**src/design/mem_wait_timer.sv**
```systemverilog
// mem_wait_timer: down-counter timing each backing-memory transfer
`timescale 1ns/1ps

module mem_wait_timer #(
    parameter int MEM_LATENCY = 4
) (
    input  logic clk,
    input  logic rst,
    input  logic mem_start,
    output logic mem_done,
    output logic mem_busy
);

    localparam int CNT_BITS = $clog2(MEM_LATENCY + 1);

    logic [CNT_BITS-1:0] count;

    always_ff @(posedge clk) begin
        if (rst) begin
            mem_busy <= 1'b0;
            count    <= '0;
        end else if (mem_start) begin
            mem_busy <= 1'b1;
            count    <= CNT_BITS'(MEM_LATENCY - 1);     // done lands MEM_LATENCY cycles later
        end else if (mem_busy) begin
            if (count == '0) begin
                mem_busy <= 1'b0;
            end else begin
                count <= count - 1'b1;
            end
        end
    end

    assign mem_done = mem_busy && (count == '0);   // single-cycle pulse

endmodule

```
**config.mk**
```make
export PLATFORM = sky130hd
export DESIGN_NAME = mem_wait_timer
export DESIGN_NICKNAME = d
export VERILOG_FILES = /design/src/design/mem_wait_timer.sv
export SDC_FILE = /design/constraint.sdc
export NUM_CORES = 1
export LEC_CHECK = 0
export ABC_AREA = 1
export BUFFER_PORTS_ARGS = -buffer_cell sky130_fd_sc_hd__buf_2
export CAP_MARGIN = 20
export CORE_AREA = 2 2 39 41
export DETAILED_ROUTE_END_ITERATION = 8
export DIE_AREA = 0 0 41 43
export PLACE_DENSITY = 0.38
export SYNTH_ARGS = -nofsm -noshare
export SYNTH_HDL_FRONTEND = slang
export SYNTH_SLANG_ARGS = --single-unit
```
**constraint.sdc**
```tcl
create_clock -name clk -period 1.25 [get_ports clk]
set_input_delay 0.25 -clock clk [delete_from_list [all_inputs] [get_ports clk]]
set_output_delay 0.25 -clock clk [all_outputs]
set_load 0.01 [all_outputs]
```
==> results.toml, run 1 <==
[worst_setup_path]
crit_path_end_kind = "output pin"
worst-path-max-fanout = 2
critPathKind = "reg -> out"
required_ns = 1.00
path_cells = "inv_2 -> ha_4 -> nand2_2 -> nor2_2 -> buf_2"
cp-start-kind = "flop"
max_stage_delay_ns = 0.31
cpMaxStageDelayCell = "dfxtp_2"
critical_path_arrival_ns = 1.02

[sta]
timing.final.crit_share = 1.01
max_slew.worst_pin.slew_ns = 0.143
whs_ns = 0.184
final_max_slew_viol_count = 0
fmax_ghz = 0.789
grt_setup_unrepaired = "yes"
timing.final.crit_period_ns = 1.27
hold_viol_final = 0
fin_ws_ns = -0.0179
slew_headroom = 0.904
final-setup-viol-count = 1
fin_worst_skew_ns = 0.000751

[detailed_routing]
wl_per_cell_um = 7.14
ant_nets = 0
drcViolationCount = 0
drt-initial-drc-count = 4
routed_via_density = 3.84
routed_wl_um = 414
drtPass1Iterations = 4
via_count = 223

[power]
seqPwrFrac = 0.373
p_int_uw = 290
peakVddDrop_mv = 0.242
pwr-share-clk = 0.403
pwr_density_cell_nw_per_um2 = 1150
p_leak_uw = 0.000173
power_frac_comb = 0.224
swShare = 0.251
p_switching_uw = 97.3

[floorplanning]
die_width_um = 41
die_h_um = 43
die-area_sq_um = 1760
rows = 14
start_util = 0.158
core-area_sq_um = 1380
io-pin-count = 5

[hold_path]
hold_path.class = "in -> reg"

[global_routing]
grt_util_all_layers = 0.0683
first_global_vias = 202
grt_pass1_wl_um = 690
grt_start_max_net_pins = 6
grt_overflow = 0
antenna_found_initial = 0

[cells_and_area]
fin_cells = 58
multi_input_area_sq_um = 124
regArea_sq_um = 82.6
fin_nets = 49
area_growth_pct = 53.7
drive_gt1_frac = 0.500
diodes = 0
fillerInstances = 158

[synth]
ys_warn_count = 0
synth_cells = 30
synth_ff_type = "dfxtp_1"
syn_area_per_cell_sq_um = 7.30
synth_edf_count = 0
synth.net_count = 35
ys_types = 12
post-synth-top-count-cell = "inv_1"
synthTopCellsByCount = "inv_1, nand2_1, dfxtp_1"
synth.area.top_cells = "dfxtp_1, inv_1, ha_1"
ys_seq_area_frac = 0.366
synth_top_cell_area_share = 0.366
synth_area_sq_um = 219
yosysTopAreaCell = "dfxtp_1"
synthArstFlopShare = 0
ys_seq_elements = 4

[clock_tree]
clkTransAtPathRegs_ns = 0.04
htreeDepth = 1
clkLatencyLatePin_ns = 0.23
cts_buffer_depth = 2
cts_root_buf = "clkbuf_4"
cts_tree = "yes"
cts_buffers = 3
hold_buffers = 0
cts_sinks = 4

[place]
gp_congestion = 0.612
place_inst = 51
dp_slack_ns = 0.0814
port_buffers = 4
dp_hpwl_um = 319

[outcome]
status = "finished, violations left"
violations = "setup timing"

[run]
cap_viol_max_count = 0
## stage by stage
stage          setup TNS, ns  area (sq um)  total power, uW   util
2_1_floorplan              0           219              189      -
3_3_place_gp               0           267              209  0.193
3_5_place_dp               0           267              208  0.193
4_1_cts              -0.0459           329              395  0.238
5_1_grt              -0.0784           337              421  0.243
6_report             -0.0179           337              387  0.243
## worst max-delay path: cells and delay by family, from the launching register on
kind	cells	cell delay (ns)
adders and majority gates	1	0.13
and+or+nand+nor	2	0.14
buffers and inverters	2	0.21
DFF	1	0.31
## cell usage in the layout (no fill, tap or decap), drive strengths merged
| cell | count |
|---|---|
| and3 | 1 |
| buf | 9 |
| ha | 2 |
| xor2 | 1 |
| inv | 8 |
| nor2 | 2 |
| clkbuf | 3 |
| nand3 | 2 |
| o21ai | 1 |
| dfxtp | 4 |
| nand2 | 7 |
| nor3 | 1 |
| a21oi | 1 |
## power by group through the flow
| stage | Sequential [uW] | Combinational [uW] | Clock, uW |
|---|---|---|---|
| 5_1_grt | 145 | 98.3 | 177 |
| 2_1_floorplan | 146 | 42.6 | 0 |
| 6_report | 144 | 86.9 | 156 |
| 3_5_place_dp | 144 | 63.6 | 0 |
| 3_3_place_gp | 145 | 64.3 | 0 |
| 4_1_cts | 145 | 84.3 | 166 |
## state kept, by name, summed over array words and instances, names as in the netlist
name	cells
count	3
mem_busy	1
## path summary, 6_finish.rpt
kind / startpoint / to / slack [ns] / cells after the start
hold reg to reg: count[1] / count[1] / 0.54 / 4
setup / recovery: count[1] / mem_done / -0.02 / 5
hold / removal: rst / mem_busy / 0.18 / 2
setup reg to reg: count[0] / count[0] / 0.17 / 7
## repair_timing
item,4_1_cts,5_1_grt
gates resized for setup,7,0
setup endpoints to repair,1,1
pin swaps,3,1
gates cloned,0,0
setup buffers,3,1
## area by class of cell
cell class	instances	share of cell area
inverters	8	0.0892
multi-input cells	18	0.368
well taps	16	0.0595
flip-flops and latches	4	0.245
clock buffers	3	0.0669
repair buffers	9	0.171
## metal layers
metal / global-route usage / wire length, um / vias up
li1: - / - / 116
met1: 0.0579 / 174 / 95
met2: 0.0813 / 185 / 8
met3: 0.0471 / 34 / 4
met4: 0.100 / 20 / 0
met5: 0 / 0 / -
## logic make-up (layout without fill, tap and decap cells)
group | after synthesis | in the layout | share of synthesized area
and+or+nand+nor | 13 | 13 | 0.297
DFF | 4 | 4 | 0.366
buffers and inverters | 8 | 20 | 0.137
adders and majority gates | 2 | 2 | 0.114
AOI/OAI and AO/OA | 2 | 2 | 0.0457
xor gates and xnor gates | 1 | 1 | 0.0400
(Power assumes the default switching activity.)
==> run 2, diff against run 1 <==
--- a/config.mk
+++ b/config.mk
@@ -11,7 +11,8 @@
 export CORE_AREA = 2 2 39 41
 export DETAILED_ROUTE_END_ITERATION = 8
 export DIE_AREA = 0 0 41 43
-export PLACE_DENSITY = 0.38
+export PLACE_DENSITY = 0.39
+export SKIP_LAST_GASP = 1
 export SYNTH_ARGS = -nofsm -noshare
 export SYNTH_HDL_FRONTEND = slang
 export SYNTH_SLANG_ARGS = --single-unit
==> results.toml, run 2 (same netlist as run 1, synthesis figures left out) <==
[outcome]
status = "finished clean"

[cells_and_area]
layout_commonest_cell = "inv_1"
largest_reg_flops = 3
largestRegisters = "count (3), mem_busy (1)"
fin_nets = 49
layout_common_cells = "inv_1, nand2_1, buf_4"
largest-register = "count"
drive_gt1_frac = 0.476
diodes = 0
fin_cells = 58
area_growth_pct = 60.6
utilization = 0.254

[worst_setup_path]
worst-path-max-fanout = 2
crit_buf_inv = 2
path_cells = "inv_2 -> ha_4 -> nand2_4 -> nor2_4 -> buf_6"
critPathKind = "reg -> out"
cpMaxStageDelayCell = "dfxtp_1"
cp_top_family = "flip-flops"
max_stage_delay_ns = 0.31
crit_path_end_kind = "output pin"
required_ns = 1.00
cp-start-kind = "flop"
critical_path_arrival_ns = 1.00

[floorplanning]
die-area_sq_um = 1760
io-pin-count = 5
die_h_um = 43
die_width_um = 41
start_util = 0.158
rows = 14
core-area_sq_um = 1380

[place]
dp_slack_ns = 0.0808
port_buffers = 4
place_inst = 51
gp_congestion = 0.669
dp_hpwl_um = 309

[power]
pwr_density_cell_nw_per_um2 = 1140
peakVddDrop_mv = 0.405
p_int_uw = 296
pwr-share-clk = 0.395
swShare = 0.265
power_frac_comb = 0.248
seqPwrFrac = 0.357
p_switching_uw = 106
p_total_uw = 402
p_leak_uw = 0.000175

[global_routing]
grt_pass1_wl_um = 869
grt_overflow = 0
antenna_found_initial = 0
grt_util_all_layers = 0.0782
first_global_vias = 232
grt_start_max_net_pins = 6

[sta]
fin_worst_skew_ns = 0.00199
slew_headroom = 0.892
max_slew.worst_pin.slew_ns = 0.161
fin_ws_ns = 0.00464
hold_viol_final = 0
timing.final.crit_period_ns = 1.25
final_max_slew_viol_count = 0
final-setup-viol-count = 0
fmax_ghz = 0.803
timing.final.crit_share = 0.996
grt_setup_unrepaired = "yes"

[clock_tree]
hold_buffers = 0
htreeDepth = 1
cts_sinks = 4
clkLatencyLatePin_ns = 0.23
clkTransAtPathRegs_ns = 0.04
cts_tree = "yes"
cts_buffer_depth = 2
cts_root_buf = "clkbuf_4"
cts_buffers = 3

[detailed_routing]
drt-initial-drc-count = 3
routed_via_density = 3.72
wl_per_cell_um = 7.84
via_count = 216
ant_nets = 0
routed_wl_um = 455
drtPass1Iterations = 2
drcViolationCount = 0

[hold_path]
hold_path.class = "in -> reg"

[run]
cap_viol_max_count = 0
run 2: cell counts in the layout (fill, tap and decap cells not counted):
No cell type changed its count.
run 2: layer usage:
metal / vias to the layer above / global-route usage / part of all wire
met5: - / 0 / 0
met4: 0 / 0.100 / 0
met3: 0 / 0.0157 / 0.035
met2: 3 / 0.0906 / 0.50
met1: 99 / 0.0990 / 0.46
li1: 114 / - / -
run 2: power groups by stage:
| stage | logic (uW) | registers [uW] | clock network (uW) |
|---|---|---|---|
| floorplan | 42.6 | 146 | 0 |
| global placement | 64.5 | 144 | 0 |
| detailed placement | 64.2 | 144 | 0 |
| CTS | 98.7 | 144 | 172 |
| global route | 113 | 145 | 182 |
| finish | 99.6 | 144 | 159 |
run 2: cell type report:
class                      instances  area (sq um)
sequential                         4          81.3
clock buffer                       3          22.5
tap                               16          20.0
timing repair buffer               9          63.8
inverter                           8          30.0
multi-input combinational         18           134
fill                             159          1030
run 2: path summary, 6_finish.rpt:
check / start / to / slack, ns / cells past startpoint
worst min register to register: count[1] / count[1] / 0.54 / 4
worst min-delay path: rst / mem_busy / 0.18 / 2
worst max register to register: count[0] / count[0] / 0.14 / 7
worst max-delay path: count[0] / mem_done / 0.005 / 5
run 2: what timing repair did:
item	CTS	global route
buffers inserted	4	0
gates resized for setup	9	0
hold endpoints to repair	0	0
cloned	0	0
pin swaps	3	1
endpoints found under the setup margin	1	1
run 2: metrics by stage:
step	area (sq um)	hold slack (ns)	TNS, ns
after floorplan	219	0.319	0
after global placement	267	0.422	0
after detailed placement	267	0.422	0
after CTS	352	0.167	-0.0361
after global routing	352	0.173	-0.0699
final	352	0.181	0
