--- config.mk ---
export PLATFORM = sky130hd
export DESIGN_NAME = cache_ctrl
export DESIGN_NICKNAME = d
export VERILOG_FILES = /design/src/design/cache_ctrl.sv
export SDC_FILE = /design/constraint.sdc
export NUM_CORES = 1
export LEC_CHECK = 0
export ABC_AREA = 1
export BUFFER_PORTS_ARGS = -buffer_cell sky130_fd_sc_hd__buf_2
export CAP_MARGIN = 20
export CORE_AREA = 2 2 39 41
export DETAILED_ROUTE_END_ITERATION = 6
export DIE_AREA = 0 0 41 43
export HOLD_SLACK_MARGIN = 0.08
export PLACE_DENSITY = 0.46
export SLEW_MARGIN = 10
export SYNTH_ARGS = -nofsm -noshare
export SYNTH_HDL_FRONTEND = slang
export SYNTH_SLANG_ARGS = --single-unit
--- constraint.sdc ---
create_clock -name clk -period 1.35 [get_ports clk]
set_clock_uncertainty 0.2 [all_clocks]
set_input_delay 0.2025 -clock clk [delete_from_list [all_inputs] [get_ports clk]]
set_output_delay 0.2025 -clock clk [all_outputs]
set_load 0.02 [all_outputs]
--- src/design/cache_ctrl.sv ---
// cache_ctrl: five-state controller for lookup, write-back, refill and response
`timescale 1ns/1ps

module cache_ctrl (
    input  logic clk,
    input  logic rst,
    input  logic req_valid,
    input  logic req_write,     // latched write flag of the current request
    input  logic rsp_ready,
    input  logic hit,
    input  logic victim_dirty,
    input  logic mem_done,
    output logic req_ready,
    output logic rsp_valid,
    output logic req_take,
    output logic way_write,
    output logic refill,
    output logic wb_sel,
    output logic mem_start,
    output logic mem_write
);

    localparam logic [2:0] IDLE      = 3'd0;
    localparam logic [2:0] LOOKUP    = 3'd1;
    localparam logic [2:0] WRITEBACK = 3'd2;
    localparam logic [2:0] REFILL    = 3'd3;
    localparam logic [2:0] RESPOND   = 3'd4;

    logic [2:0] state;
    logic [2:0] state_nxt;
    logic       refill_pending;     // first REFILL cycle after a write-back

    always_comb begin
        state_nxt = state;
        case (state)
            IDLE:      if (req_valid) state_nxt = LOOKUP;
            LOOKUP: begin
                if (hit) begin
                    state_nxt = RESPOND;
                end else if (victim_dirty) begin
                    state_nxt = WRITEBACK;
                end else begin
                    state_nxt = REFILL;
                end
            end
            WRITEBACK: if (mem_done) state_nxt = REFILL;
            REFILL:    if (mem_done) state_nxt = LOOKUP;    // retry, now hits
            RESPOND:   if (rsp_ready) state_nxt = IDLE;
            default:   state_nxt = IDLE;
        endcase
    end

    always_ff @(posedge clk) begin
        if (rst) begin
            state          <= IDLE;
            refill_pending <= 1'b0;
        end else begin
            state          <= state_nxt;
            refill_pending <= (state == WRITEBACK) && mem_done;
        end
    end

    assign req_ready = (state == IDLE);
    assign rsp_valid = (state == RESPOND);
    assign req_take  = req_ready && req_valid;

    // stores only ever write through the hit path
    assign way_write = (state == LOOKUP) && hit && req_write;
    assign refill    = (state == REFILL) && mem_done;

    // victim address and write direction for the whole write-back
    assign wb_sel    = (state == WRITEBACK);
    assign mem_write = (state == WRITEBACK);

    // transfer starts on a miss, or right after the victim has gone out
    assign mem_start = ((state == LOOKUP) && !hit) || ((state == REFILL) && refill_pending);

endmodule

==> out/metrics.csv, run 1 <==
metric;value;unit
htree_levels;1;
track_usage;0.09246;
cp_max_fo;6;
drc;0;
final_cell_mix;10 x inv_1, 10 x buf_2, 8 x nand2_1, 8 x buf_4, 6 x nor2_1;
reg2reg_slack;0.13;ns
stdcell_area;509.2;µm²
crit_slowest_cell;dfxtp_4;
finalSetupTns;-0.8314;ns
synthesis.nets;56;
period_needed;1.514;ns
cts_buffers;3;
fill_cells;160;
grt_max_degree;8;
place_congestion;0.7405;
multi_input_area;168.9;µm²
pwr-share-comb;0.564;
p_clk_frac;0.180;
finalWorstSetupSlack;-0.1637;ns
hp-class;in2reg;
synth_cell_type_count;13;
clock_latency;0.23;ns
synth_area_per_cell;6.074;µm²
fp.dieH;43;µm
powerDensity;1566;nW/µm²
core_area;1384;µm²
cp.required;0.95;ns
crit_type;reg2out;
power;0.7975;mW
r2r_start;state[1];
grt_pass1_wl;1076;µm
fmax;0.6606;GHz
antenna_found_initial;0;
cts.sinks;4;
clockRootBuffer;clkbuf_4;
start_util;0.2107;
firstDrtPassIters;4;
min_path_cells;3;
tightest_slew;0.1693;ns
grt_pass1_vias;289;
intPower;0.4561;mW
min_to;state[2];
ant_nets;0;
path_cells;nor3_4, nand2_1, nor2_1, buf_4;
period_share;1.121;
max_slew_margin;0.8870;
clockBufferDepth;2;
slowest_delay;0.36;ns
start_kind;flip-flop;
reg2reg_depth;6;
routed-via-count;354;
drt_wl_total;706;µm
swShare;0.4281;
holdWs;0.05166;ns
grt-ovfl-total;0;
hold_viol;0;
p_leak;0.2885;nW
p_switching;0.3414;mW
seq_area_frac_synth;0.2747;
drt-initial-drc-count;6;
setup_viol;8;
worst-endpoint-arrival;1.11;ns
r2r-end;state[0];
cap_violations;0;
clk_pin_slew;0.04;ns
yosysWarnings;0;
placed_cell_area;409.1;µm²
ys_ff_latch;4;
dieWidth;41;µm
port_buffers;15;
end_kind;output port;
final_nets;82;
wl_per_cell;8.023;µm
netlist_instances;48;
regArea;91.34;µm²
dieArea;1763;µm²
viasPerCell;4.023;
status;finished with violations;
antenna_cells;0;
netlist_area;291.5;µm²
final_layout_size_suffix_gt1_frac;0.5139;
min_from;hit;
p_seq_frac;0.255;
cts_tree;yes;
rows;14;
vdd_ir_drop_max;733.7;µV
ios;16;
report.final.slew_viol_count;0;
area_growth;74.68;%
violations;negative setup slack;
rsz0062_at_grt;yes;
dp_hpwl;588.6;µm
startpoint;state[1];
-- Yosys cell counts --
master	count	area, µm²
nor2_1	6	22.52
buf_4	1	7.510
o21ai_0	1	5.000
nand2_1	9	33.78
nand4_1	1	6.260
nand3_2	3	30.03
nor2_2	2	12.51
nor3_2	1	10.01
a21oi_1	1	5.000
dfxtp_1	4	80.08
nor3_1	2	10.01
inv_1	13	48.80
nand3_1	4	20.02
-- kinds of logic (layout without fill, tap and decap cells) --
| kind of cell | after synthesis | after routing | share of synthesized area |
|---|---|---|---|
| AOI/OAI and AO/OA | 2 | 2 | 0.03430 |
| DFF | 4 | 4 | 0.2747 |
| and+or+nand+nor | 28 | 28 | 0.4979 |
| buffers and inverters | 14 | 38 | 0.1932 |
-- power by group through the flow --
stage                     Combinational, mW  Clock (mW)  Sequential (mW)
after global routing                  0.495       0.156            0.208
final                                 0.450       0.144            0.204
after global placement                0.377           0            0.181
after detailed placement              0.376           0            0.184
after floorplan                       0.267           0            0.176
after CTS                             0.418       0.153            0.199
-- critical path, delay by kind of cell (launching register included) --
family,cells,cell delay [ns]
buf+inv,1,0.14
flops,1,0.36
simple gates,3,0.38
-- cell type report --
class,instances,share of cell area
Tap cell,16,0.03931
Timing Repair Buffer,22,0.2998
Inverter,13,0.1057
Clock buffer,3,0.04423
Sequential cell,4,0.1794
Multi-Input combinational cell,30,0.3317
-- worst max-delay path by stage --
stage                     depth (start not counted)         to  slack (ns)
after floorplan                                   2  rsp_valid       0.009
after global placement                            5  way_write       0.009
after detailed placement                          5  way_write       -0.02
after CTS                                         4  way_write       -0.19
after global routing                              4   req_take       -0.25
final                                             4  way_write       -0.16
-- routing by layer --
metal  part of all wire  global-route usage  wire [µm]
met3              0.062             0.03141         44
met4                  0             0.06000          0
met5                  0                   0          0
met2               0.46              0.1313        323
met1               0.48              0.1129        338
-- state kept, by name (all words and copies together), names as in the netlist --
| signal | count |
|---|---|
| state | 3 |
| refill_pending | 1 |
-- timing repair --
item	in CTS	in global routing
setup buffers	1	2
endpoints found under the hold margin	4	0
pin swaps	2	1
setup endpoints to repair	8	9
hold buffers	2	0
gates resized for setup	14	7
-- through the flow --
stage                     instances  setup WS [ns]    util
final                            88        -0.1637  0.3680
after global routing             88        -0.2461  0.3680
after CTS                        88        -0.1882  0.3535
after detailed placement         82       -0.01556  0.2957
after global placement           82       0.008787  0.2957
after floorplan                  48       0.008587       -
Power figures use the tool's default switching activity.
==> run 2, diff against run 1 <==
==> constraint.sdc (replaced) <==
create_clock -name clk -period 1.9 [get_ports clk]
set_clock_uncertainty 0.2 [all_clocks]
set_input_delay 0.285 -clock clk [delete_from_list [all_inputs] [get_ports clk]]
set_output_delay 0.285 -clock clk [all_outputs]
set_load 0.02 [all_outputs]
==> run 2 against run 1 <==
Against the previous run: highest routed layer is now met4; largest cell class unchanged; first-iteration DRC count decreased by 67%; global-route usage rose by 0.70 points; critical path depth is 1 higher; hold slack improved by 0.088 ns; sequential share of layout area up 1.5 points; via count decreased by 1.7%; largest power group unchanged; clock power fell by 24%; combinational power decreased by 46%; the run now ends clean.
==> out/metrics.csv, run 2 (synthesis results as in run 1) <==
metric;value;unit;change
rsz0062_at_grt;no;;
p_clk_frac;0.225;;+0.045
viasPerCell;4.244;;+5.5%
status;finished clean;;
r2r-end;state[0];;
path_cells;inv_1, nor3_2, nand2_1, nor2_1, buf_2;;
track_usage;0.09950;;+0.007035
top_register;state;;
worst-endpoint-arrival;1.25;ns;+0.14 ns
final_nets;76;;-7.3%
ios;16;;unchanged
drt-initial-drc-count;2;;-4
finalSetupTns;0;ns;+0.8314 ns
wl_per_cell;8.439;µm;+5.2%
final_cell_mix;15 x buf_2, 13 x inv_1, 9 x nand2_1;;
cts_setup_buffers;0;;-1
grt_max_degree;8;;unchanged
drt_wl_total;692;µm;-2.0%
tightest_slew;0.2701;ns;+0.1008 ns
endpoint;way_write;;
grt_pass1_vias;304;;+5.2%
clockBufferDepth;2;;unchanged
clock_latency;0.24;ns;about the same
grt-ovfl-total;0;;unchanged
crit_slowest_cell;dfxtp_1;;
p_leak;0.2599;nW;-9.9%
drc;0;;unchanged
crit_type;reg2out;;
ant_nets;0;;unchanged
p_switching;0.2239;mW;-34%
core_area;1384;µm²;unchanged
final_common_cell;buf_2;;
period_share;0.9121;;
cts.sinks;4;;unchanged
dp_hpwl;584.7;µm;-0.66%
final_layout_size_suffix_gt1_frac;0.3636;;-0.1503
clockRootBuffer;clkbuf_4;;
placed_cell_area;379.1;µm²;-7.3%
cp_max_fo;4;;-2
fmax;0.5771;GHz;
hold_viol;0;;unchanged
dieArea;1763;µm²;unchanged
regArea;80.08;µm²;-12%
top_regs;state (3), refill_pending (1);;
clk_pin_slew;0.04;ns;about the same
hp-class;in2reg;;
cap_violations;0;;unchanged
htree_levels;1;;unchanged
end_kind;output port;;
multi_input_area;155.1;µm²;-8.1%
stdcell_area;411.6;µm²;-19%
start_util;0.2107;;unchanged
r2r_start;state[1];;
start_kind;flip-flop;;
reg2reg_slack;0.67;ns;+0.54 ns
cts_tree;yes;;
rows;14;;unchanged
cts-hold-fix-buffers;1;;-1
final_core_util;0.2975;;-0.07053
intPower;0.2593;mW;-43%
largest_reg_flops;3;;unchanged
swShare;0.4634;;+0.03536
routed-via-count;348;;-1.7%
reg2reg_depth;6;;unchanged
fp.dieH;43;µm;unchanged
cts_buffers;3;;unchanged
cts_resized;0;;-14
port_buffers;15;;unchanged
pwr-share-comb;0.506;;-0.058
startpoint;state[0];;
dieWidth;41;µm;unchanged
slowest_delay;0.39;ns;+0.03 ns
place_congestion;0.6783;;-8.4%
powerDensity;1174;nW/µm²;-25%
vdd_ir_drop_max;394.0;µV;-46%
firstDrtPassIters;2;;-2
grt_pass1_wl;1117;µm;+3.8%
setup_viol;0;;-8
antenna_found_initial;0;;unchanged
fill_cells;163;;+1.9%
antenna_cells;0;;unchanged
area_growth;41.20;%;
max_slew_margin;0.8197;;-0.06734
cp.required;1.41;ns;+0.46 ns
p_seq_frac;0.269;;+0.014
report.final.slew_viol_count;0;;unchanged
period_needed;1.733;ns;
[run 2: critical path, delay by kind of cell (launching register included)]
kind	cells	cell delay, ns
simple gates	3	0.34
buf+inv	2	0.28
flops	1	0.39
[run 2: through the flow]
stage | hold slack, ns | worst slack [ns] | power [mW] | cells
after floorplan | 0.1541 | 0.3569 | 0.3137 | 48
after global placement | 0.2806 | 0.3625 | 0.3813 | 78
after detailed placement | 0.2851 | 0.4229 | 0.3772 | 78
after CTS | 0.1355 | 0.1582 | 0.4925 | 82
after global routing | 0.1491 | 0.06794 | 0.5325 | 82
final | 0.1399 | 0.1671 | 0.4832 | 82
[run 2: power by group through the flow]
stage	Clock, mW	Combinational (mW)	Sequential, mW
floorplan	0	0.189	0.125
global placement	0	0.249	0.132
detailed placement	0	0.246	0.131
CTS	0.115	0.248	0.130
global route	0.121	0.277	0.134
finish	0.109	0.245	0.130
[run 2: area by class of cell]
class	count	share of cell area
well taps	16	0.04863
inverters	13	0.1185
multi-input cells	30	0.3769
clock buffers	3	0.05471
flip-flops and latches	4	0.1945
repair buffers	16	0.2067
[run 2: how the worst min path moves through the flow]
stage,startpoint,end,cells past startpoint
after floorplan,rst,state[2],1
after global placement,rst,state[2],2
after detailed placement,rst,state[2],2
after CTS,hit,state[2],3
after global routing,hit,state[2],3
final,hit,state[2],3
[run 2: per-layer routing]
metal / vias up / wire, µm / GRT usage
li1: 182 / - / -
met1: 154 / 297 / 0.09677
met2: 10 / 343 / 0.1500
met3: 2 / 37 / 0.06283
met4: 0 / 14 / 0.06000
met5: - / 0 / 0
